**src/source/aluPkg.sv**
```systemverilog
// ALU opcodes and flags

package aluPkg;

	// opcode numbering follows the ALU instruction encoding
	typedef enum logic [4:0] {
		opMov    = 5'd0,
		opAdd    = 5'd1,
		opAdc    = 5'd2,
		opSub    = 5'd3,
		opSbb    = 5'd4,
		opAnd    = 5'd5,
		opOr     = 5'd6,
		opXor    = 5'd7,
		opMul    = 5'd8,	// signed, low half
		opMulu   = 5'd9,	// signed, high half
		opRrn    = 5'd10,
		opRln    = 5'd11,
		opCmp    = 5'd12,
		opTest   = 5'd13,
		opUmulu  = 5'd14,	// unsigned, high half
		opBswap  = 5'd15,
		opAsr    = 5'd16,
		opLsr    = 5'd17,
		opLsl    = 5'd18,
		opRolc   = 5'd19,
		opRorc   = 5'd20,
		opRol    = 5'd21,
		opRor    = 5'd22,
		opClc    = 5'd23,
		opStc    = 5'd24,
		opClz    = 5'd25,
		opStz    = 5'd26,
		opCls    = 5'd27,
		opSts    = 5'd28,
		opStf    = 5'd29,	// store flags
		opRsf    = 5'd30,	// restore flags
		opNop    = 5'd31
	} aluOpT;

	typedef struct packed {
		logic V;	// signed overflow
		logic S;	// sign
		logic C;	// carry or borrow
		logic Z;	// zero, bit 0
	} flagsT;

endpackage

```
**src/source/execPkg.sv**
```systemverilog
// Execute stage control definitions

package execPkg;

	// register number width, 16 registers
	localparam int REG_BITS = 4;

	typedef enum logic [1:0] {
		stIdle     = 2'd0,	// accepting instructions
		stMulWait  = 2'd1,	// multiplier running
		stMulIssue = 2'd2	// product to the ALU
	} ctrlStateT;

endpackage

```
**src/source/execControl.sv**
```systemverilog
// Execute stage control
`timescale 1ns/1ns

module execControl (
	input  logic                          CLK,
	input  logic                          RSTb,
	input  logic                          instrValid,
	input  aluPkg::aluOpT                 opcode,
	input  logic [execPkg::REG_BITS-1:0]  rd,
	input  logic                          mulDone,
	output logic                          ready,
	output logic                          aluIssue,
	output aluPkg::aluOpT                 aluOpSel,
	output logic                          mulStart,
	output logic                          mulSigned,
	output logic                          regWe,
	output logic [execPkg::REG_BITS-1:0]  wbAddr
);
	import aluPkg::*;
	import execPkg::*;

	ctrlStateT state;
	ctrlStateT stateNext;
	aluOpT heldOp;	// multiply waiting for its product
	logic [REG_BITS-1:0] heldRd;
	logic accept;
	logic newIsMul;

	function automatic logic isMulOp(input aluOpT op);
		return (op == opMul) || (op == opMulu) || (op == opUmulu);
	endfunction

	// compare, test and the flag-only operations leave the registers alone
	function automatic logic writesReg(input aluOpT op);
		logic noWrite;
		noWrite = op inside {opCmp, opTest, opClc, opStc, opClz, opStz,
			opCls, opSts, opRsf, opNop};
		return !noWrite;
	endfunction

	assign ready = (state == stIdle);
	assign accept = instrValid && ready;
	assign newIsMul = isMulOp(opcode);
	assign mulStart = accept && newIsMul;
	assign mulSigned = (opcode != opUmulu);	// mul and mulu are signed
	assign aluIssue = (accept && !newIsMul) || (state == stMulIssue);
	assign aluOpSel = (state == stMulIssue) ? heldOp : opcode;

	always_comb begin
		stateNext = state;
		case (state)
			stIdle: begin
				if (mulStart)
					stateNext = stMulWait;
			end
			stMulWait: begin
				if (mulDone)
					stateNext = stMulIssue;
			end
			stMulIssue: stateNext = stIdle;	// single issue cycle
			default: stateNext = stIdle;
		endcase
	end

	always_ff @(posedge CLK) begin
		if (!RSTb) begin
			state <= stIdle;
			regWe <= 1'b0;
		end else begin
			state <= stateNext;
			regWe <= aluIssue && writesReg(aluOpSel);	// write one cycle after issue
		end
	end

	always_ff @(posedge CLK) begin
		if (mulStart) begin
			heldOp <= opcode;
			heldRd <= rd;
		end
		if (aluIssue)
			wbAddr <= (state == stMulIssue) ? heldRd : rd;
	end

endmodule

```
**src/source/cpuAlu.sv**
```systemverilog
// ALU with flag registers
`timescale 1ns/1ns

module cpuAlu #(
	parameter int BITS = 16
) (
	input  logic              CLK,
	input  logic              RSTb,
	input  logic [BITS-1:0]   A,
	input  logic [BITS-1:0]   B,
	input  aluPkg::aluOpT     aluOpSel,
	input  logic              aluIssue,
	input  logic [2*BITS-1:0] product,
	input  logic              flagLoad,
	input  aluPkg::flagsT     flagIn,
	output logic [BITS-1:0]   aluOut,
	output aluPkg::flagsT     flags
);
	import aluPkg::*;

	flagsT flagReg;
	flagsT flagNext;
	logic [BITS-1:0] out;
	logic [BITS-1:0] outReg;

	// one bit wider to keep the carry or borrow
	logic [BITS:0] addOp;
	logic [BITS:0] adcOp;
	logic [BITS:0] subOp;
	logic [BITS:0] sbbOp;

	logic [BITS-1:0] andOp;
	logic [BITS-1:0] orOp;
	logic [BITS-1:0] xorOp;
	logic [BITS-1:0] asrOp;
	logic [BITS-1:0] lsrOp;
	logic [BITS-1:0] lslOp;
	logic [BITS-1:0] rolcOp;
	logic [BITS-1:0] rorcOp;
	logic [BITS-1:0] rolOp;
	logic [BITS-1:0] rorOp;
	logic [BITS-1:0] rlnOp;
	logic [BITS-1:0] rrnOp;
	logic [BITS-1:0] bswapOp;
	logic [BITS-1:0] prodLo;
	logic [BITS-1:0] prodHi;

	assign addOp = {1'b0, A} + {1'b0, B};
	assign adcOp = {1'b0, A} + {1'b0, B} + {{BITS{1'b0}}, flagReg.C};
	assign subOp = {1'b0, A} - {1'b0, B};
	assign sbbOp = {1'b0, A} - {1'b0, B} - {{BITS{1'b0}}, flagReg.C};

	assign andOp = A & B;
	assign orOp = A | B;
	assign xorOp = A ^ B;

	// single-operand ops work on the source
	assign asrOp = {B[BITS-1], B[BITS-1:1]};
	assign lsrOp = {1'b0, B[BITS-1:1]};
	assign lslOp = {B[BITS-2:0], 1'b0};
	assign rolcOp = {B[BITS-2:0], flagReg.C};
	assign rorcOp = {flagReg.C, B[BITS-1:1]};
	assign rolOp = {B[BITS-2:0], B[BITS-1]};
	assign rorOp = {B[0], B[BITS-1:1]};
	assign rlnOp = {B[BITS-5:0], B[BITS-1:BITS-4]};
	assign rrnOp = {B[3:0], B[BITS-1:4]};
	assign bswapOp = {B[7:0], B[BITS-1:8]};

	assign prodLo = product[BITS-1:0];
	assign prodHi = product[2*BITS-1:BITS];

	assign aluOut = outReg;
	assign flags = flagReg;

	always_comb begin
		flagNext = flagReg;	// untouched flags keep their value
		out = '0;
		case (aluOpSel)
			opMov: out = B;
			opAdd: begin
				out = addOp[BITS-1:0];
				flagNext.C = addOp[BITS];
				flagNext.V = !(A[BITS-1] ^ B[BITS-1]) & (B[BITS-1] ^ addOp[BITS-1]);
			end
			opAdc: begin
				out = adcOp[BITS-1:0];
				flagNext.C = adcOp[BITS];
				flagNext.V = !(A[BITS-1] ^ B[BITS-1]) & (B[BITS-1] ^ adcOp[BITS-1]);
			end
			opSub, opCmp: begin
				out = (aluOpSel == opCmp) ? A : subOp[BITS-1:0];
				flagNext.C = subOp[BITS];	// borrow
				flagNext.V = (A[BITS-1] ^ B[BITS-1]) & !(B[BITS-1] ^ subOp[BITS-1]);
			end
			opSbb: begin
				out = sbbOp[BITS-1:0];
				flagNext.C = sbbOp[BITS];
				flagNext.V = (A[BITS-1] ^ B[BITS-1]) & !(B[BITS-1] ^ sbbOp[BITS-1]);
			end
			opAnd: out = andOp;
			opOr: out = orOp;
			opXor: out = xorOp;
			opMul: out = prodLo;
			opMulu, opUmulu: out = prodHi;
			opRrn: out = rrnOp;
			opRln: out = rlnOp;
			opTest: out = A;
			opBswap: out = bswapOp;
			opAsr: out = asrOp;
			opLsr: out = lsrOp;
			opLsl: out = lslOp;
			opRolc: begin
				out = rolcOp;
				flagNext.C = B[BITS-1];	// bit shifted out
			end
			opRorc: begin
				out = rorcOp;
				flagNext.C = B[0];
			end
			opRol: out = rolOp;
			opRor: out = rorOp;
			opClc: flagNext.C = 1'b0;
			opStc: flagNext.C = 1'b1;
			opClz: flagNext.Z = 1'b0;
			opStz: flagNext.Z = 1'b1;
			opCls: flagNext.S = 1'b0;
			opSts: flagNext.S = 1'b1;
			opStf: out = {{(BITS-4){1'b0}}, flagReg};
			opRsf: flagNext = flagsT'(B[3:0]);
			default: ;	// nop
		endcase

		// Z and S follow the result for arithmetic, logic and multiply ops
		if (aluOpSel inside {opAdd, opAdc, opSub, opSbb, opCmp, opAnd, opOr,
				opXor, opMul, opMulu, opUmulu}) begin
			flagNext.Z = (aluOpSel == opCmp) ? (subOp[BITS-1:0] == '0) : (out == '0);
			flagNext.S = (aluOpSel == opCmp) ? subOp[BITS-1] : out[BITS-1];
		end
		if (aluOpSel inside {opAnd, opOr, opXor, opMul, opMulu, opUmulu})
			flagNext.C = 1'b0;
		if (aluOpSel == opTest)
			flagNext.Z = (andOp == '0);	// test sets only Z from the and
		if (aluOpSel inside {opAsr, opLsr, opLsl})
			flagNext.Z = (out == '0);	// shifts touch only Z
	end

	always_ff @(posedge CLK) begin
		if (!RSTb) begin
			flagReg <= '0;
			outReg <= '0;
		end else begin
			if (flagLoad)
				flagReg <= flagIn;	// external load wins
			else if (aluIssue)
				flagReg <= flagNext;
			if (aluIssue)
				outReg <= out;
		end
	end

endmodule

```
**src/source/seqMultiplier.sv**
```systemverilog
// Iterative shift-add multiplier
`timescale 1ns/1ns

module seqMultiplier #(
	parameter int BITS = 16
) (
	input  logic              CLK,
	input  logic              RSTb,
	input  logic              mulStart,
	input  logic              mulSigned,
	input  logic [BITS-1:0]   A,
	input  logic [BITS-1:0]   B,
	output logic              mulDone,
	output logic [2*BITS-1:0] product
);
	localparam int CNT_BITS = $clog2(BITS + 1);

	logic [CNT_BITS-1:0] count;	// steps left, zero when idle
	logic [2*BITS-1:0] mcand;
	logic [BITS-1:0] mplier;
	logic negate;
	logic [BITS-1:0] magA;
	logic [BITS-1:0] magB;
	logic [2*BITS-1:0] partial;

	// multiply magnitudes, fix the sign at the last step
	assign magA = (mulSigned && A[BITS-1]) ? -A : A;
	assign magB = (mulSigned && B[BITS-1]) ? -B : B;
	assign partial = product + (mplier[0] ? mcand : '0);

	always_ff @(posedge CLK) begin
		if (mulStart) begin
			mcand <= {{BITS{1'b0}}, magA};
			mplier <= magB;
			negate <= mulSigned && (A[BITS-1] ^ B[BITS-1]);
			product <= '0;
		end else if (count != '0) begin
			mcand <= mcand << 1;
			mplier <= mplier >> 1;
			product <= (count == CNT_BITS'(1) && negate) ? -partial : partial;
		end
	end

	always_ff @(posedge CLK) begin
		if (!RSTb) begin
			count <= '0;
			mulDone <= 1'b0;
		end else begin
			mulDone <= 1'b0;
			if (mulStart) begin
				count <= CNT_BITS'(BITS);
			end else if (count != '0) begin
				count <= count - 1'b1;
				mulDone <= (count == CNT_BITS'(1));	// product valid next cycle
			end
		end
	end

endmodule

```
**src/source/regFile.sv**
```systemverilog
// Register file with bypass
`timescale 1ns/1ns

module regFile #(
	parameter int BITS = 16
) (
	input  logic                         CLK,
	input  logic                         RSTb,
	input  logic [execPkg::REG_BITS-1:0] rdA,
	input  logic [execPkg::REG_BITS-1:0] rdB,
	input  logic                         regWe,
	input  logic [execPkg::REG_BITS-1:0] wbAddr,
	input  logic [BITS-1:0]              wbData,
	input  logic [execPkg::REG_BITS-1:0] dbgAddr,
	output logic [BITS-1:0]              dataA,
	output logic [BITS-1:0]              dataB,
	output logic [BITS-1:0]              dbgData
);
	import execPkg::*;

	logic [BITS-1:0] regs [2**REG_BITS];

	// same-cycle write goes straight to the read ports
	assign dataA = (regWe && wbAddr == rdA) ? wbData : regs[rdA];
	assign dataB = (regWe && wbAddr == rdB) ? wbData : regs[rdB];
	assign dbgData = regs[dbgAddr];

	always_ff @(posedge CLK) begin
		if (!RSTb) begin
			for (int i = 0; i < 2**REG_BITS; i++)
				regs[i] <= '0;
		end else if (regWe) begin
			regs[wbAddr] <= wbData;
		end
	end

endmodule

```
**src/source/aluExecTop.sv**
```systemverilog
// Execute stage top level
`timescale 1ns/1ns

module aluExecTop #(
	parameter int BITS = 16
) (
	input  logic                         CLK,
	input  logic                         RSTb,
	input  logic                         instrValid,
	input  aluPkg::aluOpT                opcode,
	input  logic [execPkg::REG_BITS-1:0] rd,
	input  logic [execPkg::REG_BITS-1:0] rs,
	input  logic [BITS-1:0]              imm,
	input  logic                         useImm,
	input  logic                         flagLoad,
	input  aluPkg::flagsT                flagIn,
	input  logic [execPkg::REG_BITS-1:0] dbgAddr,
	output logic                         ready,
	output aluPkg::flagsT                flags,
	output logic [BITS-1:0]              dbgData
);
	import aluPkg::*;
	import execPkg::*;

	logic [BITS-1:0] dataA;
	logic [BITS-1:0] dataB;
	logic [BITS-1:0] opB;	// register or immediate
	logic [BITS-1:0] aluOut;
	logic [2*BITS-1:0] product;
	logic aluIssue;
	aluOpT aluOpSel;
	logic mulStart;
	logic mulSigned;
	logic mulDone;
	logic regWe;
	logic [REG_BITS-1:0] wbAddr;

	assign opB = useImm ? imm : dataB;

	execControl i_execControl (
		.CLK        (CLK),
		.RSTb       (RSTb),
		.instrValid (instrValid),
		.opcode     (opcode),
		.rd         (rd),
		.mulDone    (mulDone),
		.ready      (ready),
		.aluIssue   (aluIssue),
		.aluOpSel   (aluOpSel),
		.mulStart   (mulStart),
		.mulSigned  (mulSigned),
		.regWe      (regWe),
		.wbAddr     (wbAddr)
	);

	cpuAlu #(.BITS(BITS)) i_cpuAlu (
		.CLK      (CLK),
		.RSTb     (RSTb),
		.A        (dataA),
		.B        (opB),
		.aluOpSel (aluOpSel),
		.aluIssue (aluIssue),
		.product  (product),
		.flagLoad (flagLoad),
		.flagIn   (flagIn),
		.aluOut   (aluOut),
		.flags    (flags)
	);

	seqMultiplier #(.BITS(BITS)) i_seqMultiplier (
		.CLK       (CLK),
		.RSTb      (RSTb),
		.mulStart  (mulStart),
		.mulSigned (mulSigned),
		.A         (dataA),
		.B         (opB),
		.mulDone   (mulDone),
		.product   (product)
	);

	regFile #(.BITS(BITS)) i_regFile (
		.CLK     (CLK),
		.RSTb    (RSTb),
		.rdA     (rd),	// destination is also operand A
		.rdB     (rs),
		.regWe   (regWe),
		.wbAddr  (wbAddr),
		.wbData  (aluOut),
		.dbgAddr (dbgAddr),
		.dataA   (dataA),
		.dataB   (dataB),
		.dbgData (dbgData)
	);

endmodule

```
**config.mk**
```make
export PLATFORM = sky130hd
export DESIGN_NAME = aluExecTop
export DESIGN_NICKNAME = d
export VERILOG_FILES = /design/src/source/aluPkg.sv /design/src/source/execPkg.sv /design/src/source/execControl.sv /design/src/source/cpuAlu.sv /design/src/source/seqMultiplier.sv /design/src/source/regFile.sv /design/src/source/aluExecTop.sv
export SDC_FILE = /design/constraint.sdc
export NUM_CORES = 1
export LEC_CHECK = 0
export BUFFER_PORTS_ARGS = -buffer_cell sky130_fd_sc_hd__buf_2
export CORE_ASPECT_RATIO = 1.5
export CORE_MARGIN = 2
export CORE_UTILIZATION = 25
export CTS_CLUSTER_DIAMETER = 30
export CTS_CLUSTER_SIZE = 24
export DETAILED_ROUTE_END_ITERATION = 10
export SYNTH_ARGS = -nofsm -noshare
export SYNTH_HDL_FRONTEND = slang
export SYNTH_SLANG_ARGS = --single-unit
```
**constraint.sdc**
```tcl
create_clock -name CLK -period 15.7 [get_ports CLK]
set_clock_uncertainty 0.15 [all_clocks]
set_input_delay 3.14 -clock CLK [delete_from_list [all_inputs] [get_ports CLK]]
set_output_delay 3.14 -clock CLK [all_outputs]
set_load 0.03 [all_outputs]
```
### Word level (Yosys, flattened, before mapping)

Memory sizes are Yosys's and may differ from the RTL's.
Cells that the tools add are included.
Widths: inputs -> output; s select.

| storage, ports and cells | value |
|---|---|
| output and inout port bits | 21 |
| input port bits | 42 |
| memories | 1 |
| bits in writable memories | 256 |
| bits in registers | 123 |

| operators by class | value |
|---|---|
| bitwise logic cells | 14 |
| reduce and logical (&&, ||, !) cells | 44 |
| mux-type cells | 40 |
| equal/unequal tests | 42 |
| $add $sub $neg | 9 |

Memory list:

| memory | words | width | read ports | clocked after memory_dff | wr ports | line | source |
|---|---|---|---|---|---|---|---|
| i_regFile.regs | 16 | 16 | 3 | 0 | 16 | regFile.sv:21 | `logic [BITS-1:0] regs [2**REG_BITS];` |

Operators by type and width:

| operator | number |
|---|---|
| $pmux 16 s22 | 1 |
| $mux 16 | 11 |
| $eq 5x5->1 const B | 16 |
| $mux 32 | 2 |
| $eq 5x4->1 const B | 11 |
| $logic_not 16->1 | 3 |
| $add 32x32->32 | 1 |
| $neg 16->16 | 2 |
| $neg 32->32 | 1 |
| $reduce_bool 11->1 | 2 |
| $eq 5x3->1 const B | 4 |
| $add 16x16->17 | 1 |
| $add 17x1->17 | 1 |
| $sub 16x16->17 | 1 |
| $sub 17x1->17 | 1 |
| $and 16x16->16 | 1 |
| $mux 4 | 4 |
| $or 16x16->16 | 1 |
| $reduce_or 16->1 | 1 |
| $xor 16x16->16 | 1 |
| $mux 5 | 3 |
| $mux 1 | 12 |
| $reduce_bool 6->1 | 2 |
| $eq 5x1->1 const B | 2 |
| 29 further kinds | 64 |

### Depth between registers and ports, before layout

| logic depth | value |
|---|---|
| depth after elaboration | 14 |
| depth in mapped cells | 25 |

### Hierarchy

Synthesis repeated with hierarchy kept, for this count alone.

| unflattened totals | value |
|---|---|
| cells, all modules | 2752 |
| area, all modules | 29761.0 um2 |

Modules (own cells, without submodules):

| module | sequential area each (um2) | cells an instance | times used | area each (um2) |
|---|---|---|---|---|
| regFile | 7687.4 | 997 | 1 | 16160.5 |
| seqMultiplier | 2072.0 | 851 | 1 | 6847.8 |
| cpuAlu | 400.4 | 834 | 1 | 5775.5 |
| execControl | 450.4 | 52 | 1 | 728.2 |
| aluExecTop | 0.0 | 18 | 1 | 249.0 |

### Worst setup path after synthesis

No wires, ideal clock.

| timing | value |
|---|---|
| path kind | input to register |
| start point | in rd[1] (netlist bit) |
| end point | reg i_cpuAlu.flagReg (netlist bit i_cpuAlu.flags[2]) |
| cell stages on the path | 22 |
| arrival time | 8.758 ns |
| required time | 15.471 ns |
| setup slack | 6.713 ns |
| cells stage by stage | buf_6 > clkbuf_1 > clkbuf_1 > mux4_2 > mux4_2 > mux2i_1 > ha_1 > inv_1 > fa_1 > clkbuf_1 > a211o_1 > a2111oi_0 > o21bai_1 > xor2_1 > nand4_1 > nor4_1 > nand3_1 > xnor2_1 > o21ai_0 > a21oi_1 > or3_1 > a211oi_2 |

| on the way | value |
|---|---|
| cells in the longest elaborated chain, start to end | 10 |
| elaborated cells between the ends (all ways) | 17 |
| those cells by class | 4 x add/sub; 1 x eq/ne; 7 x mux; 3 x bitwise; 1 x reduce/logical; 1 x memory |

RTL lines:

| element | line | source |
|---|---|---|
| from (decl) | aluExecTop.sv:11 | `input logic [execPkg::REG_BITS-1:0] rd,` |
| parallel branches: the longest is 2 deep, another holds $mem_v2 16x16 | n/a |  |
| $mux 16 * | regFile.sv:24 | `assign dataA = (regWe && wbAddr == rdA) ? wbData : regs[rdA];` |
| $sub 16x16->17 / $add 16x16->17 (equally long branches) | n/a |  |
| $sub 17x1->17, or another cell as far along | cpuAlu.sv:51 | `assign sbbOp = {1'b0, A} - {1'b0, B} - {{BITS{1'b0}}, flagReg.C};` |
| $pmux 16 s22 | cpuAlu.sv:78 | `case (aluOpSel)` |
| $mux 1 * | cpuAlu.sv:137 | `flagNext.S = (aluOpSel == opCmp) ? subOp[BITS-1] : out[BITS-1];` |
| $mux 1 * | cpuAlu.sv:134 | `if (aluOpSel inside {opAdd, opAdc, opSub, opSbb, opCmp, opAnd, opOr,` |
| $mux 4 * | cpuAlu.sv:154 | `else if (aluIssue)` |
| $mux 4 * | cpuAlu.sv:152 | `if (flagLoad)` |
| to (signal assigned) | cpuAlu.sv:153 | `flagReg <= flagIn;` |
| to (signal assigned) | cpuAlu.sv:155 | `flagReg <= flagNext;` |
| to (decl) | cpuAlu.sv:21 | `flagsT flagReg;` |

Mark *: on every way between the ends. The select of a mux whose other input is x is not followed.
A chain may end at the register's enable or synchronous reset.

### Worst setup path after layout

| timing | value |
|---|---|
| start point | in rd[0] (netlist bit) |
| end point | reg i_cpuAlu.flagReg (netlist bit i_cpuAlu.flags[2]) |

The elaborated chain is that of the path after synthesis.

==> results.sh <==
export IMPL_tightest_slew_ns=1.52
export IMPL_synthAdderAreaFrac_pct=3.87
export IMPL_worst_endpoint_arrival_ns=10.96
export IMPL_hold_buffers=0
export IMPL_nFillCells=12400
export IMPL_final_nets=3033
export IMPL_dieArea_um2=123000
export IMPL_crit_path_end_kind="register"
export IMPL_hpwl_mm=99.3
export IMPL_synth_area_um2=30100
export IMPL_hold_ws_ns=0.316
export IMPL_cp_startpoint="rd[0]"
export IMPL_path_clk_slew_ns=0.05
export IMPL_path_max_fanout=34
export IMPL_drt_iter0_markers=2955
export IMPL_drive_gt1_share_pct=20.0
export IMPL_core_area_um2=120000
export IMPL_grt_ovfl_total=0
export IMPL_cts_root_buf="clkbuf_16"
export IMPL_firstDrtPassIters=6
export IMPL_grt_pass1_vias=26900
export IMPL_violations="capacitance limit, slew limit"
export IMPL_synth_simple_area_share_pct=18.0
export IMPL_synth_avg_cell_area_um2=10.3
export IMPL_hold_viol=0
export IMPL_post_cts_resized=0
export IMPL_worst_path_max_delay_cell="a2111oi_0"
export IMPL_reg2reg_depth=22
export IMPL_final_cell_mix="edfxtp_1, nand2_1, nor3_1, mux4_2, nor2_1"
export IMPL_synth_cell_types=121
export IMPL_placed_cell_area_um2=32000
export IMPL_powerDensity_nw_per_um2=153
export IMPL_synth_mux_area_fraction_pct=18.0
export IMPL_crit_required_ns=16.12
export IMPL_max_freq_ghz=0.0949
export IMPL_grt_pass1_wl_mm=197
export IMPL_rsz0062_at_grt="no"
export IMPL_rrSetupSlack_ns=7.46
export IMPL_cts_buffers=76
export IMPL_synth_edf_count=302
export IMPL_seq_area_frac_synth_pct=35.2
export IMPL_worstPathCellList="buf_4, buf_4, mux4_2, mux4_2, nand2_1, nand2_1, inv_1, ha_1, nor2_1, a221oi_1, nor3_1, a2111oi_0, nand2_1, nor4_1, nand3_1, xnor2_1, o21ai_0, a21oi_1, or3_1, a211oi_2"
export IMPL_synth_xor_area_share_pct=3.80
export IMPL_cts_tree="yes"
export IMPL_io_buffers=62
export IMPL_path_class="in -> reg"
export IMPL_final_setup_viol_count=0
export IMPL_finalWorstSetupSlack_ns=5.16
export IMPL_mostFrequentLayoutCell="edfxtp_1"
export IMPL_via_per_inst=5.92
export IMPL_crit_top_cell="nand2_1"
export IMPL_maxSlewHeadroom_pct=-2.46
export IMPL_place_congestion=1.13
export IMPL_post_route_cell_area_um2=34900
export IMPL_antenna_found_initial=15
export IMPL_startpoint_type="input port"
export IMPL_synth_top_family_by_area="simple AND/OR/NAND/NOR gates"
export IMPL_fin_tns_setup_ns=0
export IMPL_slew_viol_final=5
export IMPL_clockBufferDepth=3
export IMPL_post_cts_buffers=0
export IMPL_ys_warn_count=0
export IMPL_die_h_um=429
export IMPL_synth_compound_area_share_pct=16.1
export IMPL_synth_ff_type="edfxtp_1"
export IMPL_wl_per_cell_um=30.5
export IMPL_netlist_instances=2918
export IMPL_vias=27000
export IMPL_period_share_pct=67.1
export IMPL_insertion_delay_ns=0.67
export IMPL_place_ws_ns=4.53
export IMPL_hold_depth=2
export IMPL_hold_class="reg -> reg"
export IMPL_r2r_start="i_execControl.wbAddr[1]$_DFFE_PP_"
export IMPL_die_width_um=287
export IMPL_start_util_pct=25.1
export IMPL_fin_crit_ns=10.54
export IMPL_p_leak_nw=12.3
export IMPL_grt_max_degree=72
export IMPL_grt_util_all_layers_pct=22.3
export IMPL_area_delta_synth_final_pct=16.0
export IMPL_status="finished with violations"
export IMPL_num_io_pins=63
export IMPL_crit_path_end="i_cpuAlu.flags[2]$_SDFFE_PN0P_"
export IMPL_clock_sinks=379
export IMPL_synth_async_reset_ratio_pct=0
export IMPL_maxCapViolations=1
export IMPL_peakVddDrop_mv=0.0880
export IMPL_ys_ff_latch=379
export IMPL_htreeDepth=3
export IMPL_wl_mm=139
export IMPL_num_rows=156
export IMPL_syn_nets=3052
export IMPL_worstReg2RegEnd="i_cpuAlu.flags[2]$_SDFFE_PN0P_"
export IMPL_ant_nets=0
export IMPL_critPathMaxStageDelay_ns=1.16
export IMPL_route_detailed_drc=0
[worst max-delay path, delay by kind of cell]
family	cells	cell delay (ns)
AND/OR/NAND/NOR	8	2.26
AO/OA/AOI/OAI	5	2.24
buffers and inverters	3	1.46
multiplexers	2	1.05
adder cells (fa/ha/maj)	1	0.56
XOR/XNOR	1	0.21
[routing by layer]
| layer | share of wire [%] | global-route usage (%) | vias up |
|---|---|---|---|
| met5 | 0.13 | 0.397 | - |
| met4 | 10 | 19.3 | 16 |
| met3 | 9.8 | 6.50 | 652 |
| met2 | 46 | 35.9 | 1667 |
| met1 | 33 | 23.7 | 13200 |
| li1 | - | - | 11400 |
[cells in the mapped netlist, drive strengths merged, types with 31 or more instances]
master / instances / area (um^2)
a211oi: 53 / 425
a21oi: 126 / 672
a22oi: 45 / 343
and2: 134 / 838
buf: 88 / 551
clkbuf: 157 / 592
dfxtp: 77 / 1540
edfxtp: 302 / 9070
ha: 90 / 1130
inv: 85 / 319
mux4: 220 / 5020
nand2: 236 / 886
nand3: 66 / 340
nor2: 174 / 661
nor3: 210 / 1060
nor4: 65 / 425
o21ai: 133 / 669
xnor2: 97 / 850
xor2: 31 / 272
[state kept, by name, indices dropped and copies added, names as in the netlist]
signal	cells
i_regFile.regs	256
i_seqMultiplier.mcand	32
i_seqMultiplier.product	32
i_cpuAlu.aluOut	16
i_seqMultiplier.mplier	16
i_execControl.heldOp	5
i_seqMultiplier.count	5
i_cpuAlu.flags	4
i_execControl.heldRd	4
i_execControl.wbAddr	4
i_execControl.state	2
i_execControl.regWe	1
i_seqMultiplier.mulDone	1
i_seqMultiplier.negate	1
[report_power, final]
group          switching (mW)  internal (mW)  total [mW]  leakage, nW
combinational            1.33          0.758        2.09         7.13
clock                   0.613           1.20        1.82         1.37
sequential              0.169           1.27        1.44         3.75
total                    2.11           3.23        5.34         12.3
[worst min path at each step]
stage | from | endpoint | slack (ns)
after floorplan | i_seqMultiplier.mcand[31]$_SDFFE_PP0P_ | i_seqMultiplier.mcand[31]$_SDFFE_PP0P_ | 0.28
after global placement | i_seqMultiplier.mcand[31]$_SDFFE_PP0P_ | i_seqMultiplier.mcand[31]$_SDFFE_PP0P_ | 0.29
after detailed placement | i_seqMultiplier.mcand[27]$_SDFFE_PP0P_ | i_seqMultiplier.mcand[27]$_SDFFE_PP0P_ | 0.31
after CTS | i_seqMultiplier.mcand[30]$_SDFFE_PP0P_ | i_seqMultiplier.mcand[30]$_SDFFE_PP0P_ | 0.32
after global routing | i_seqMultiplier.mcand[31]$_SDFFE_PP0P_ | i_seqMultiplier.mcand[31]$_SDFFE_PP0P_ | 0.32
final | i_seqMultiplier.mcand[31]$_SDFFE_PP0P_ | i_seqMultiplier.mcand[31]$_SDFFE_PP0P_ | 0.32
[through the flow]
step                      total power, mW  std cells  utilization, %
after floorplan                      2.85       2918               -
after CTS                            5.31       4542            29.1
after detailed placement             3.48       4401            26.7
final                                5.34       4553            29.1
after global placement               3.46       4401            26.7
after global routing                 5.59       4543            29.1
[cell families after synthesis]
group / after synthesis
AOI/OAI and AO/OA: 667
adders and majority gates: 92
buffers and inverters: 344
xor gates and xnor gates: 129
DFF: 379
muxes: 254
and+or+nand+nor: 1053
[area by class of cell]
class / count / area, um^2 / area share (%)
Sequential cell: 379 / 10600 / 30.4
Timing Repair Buffer: 150 / 981 / 2.81
Antenna cell: 11 / 27.5 / 0.0788
Multi-Input combinational cell: 2195 / 18100 / 51.9
Inverter: 97 / 364 / 1.04
Tap cell: 1580 / 1980 / 5.66
Clock inverter: 54 / 837 / 2.40
Clock buffer: 87 / 2020 / 5.77
(Power assumes the default switching activity.)
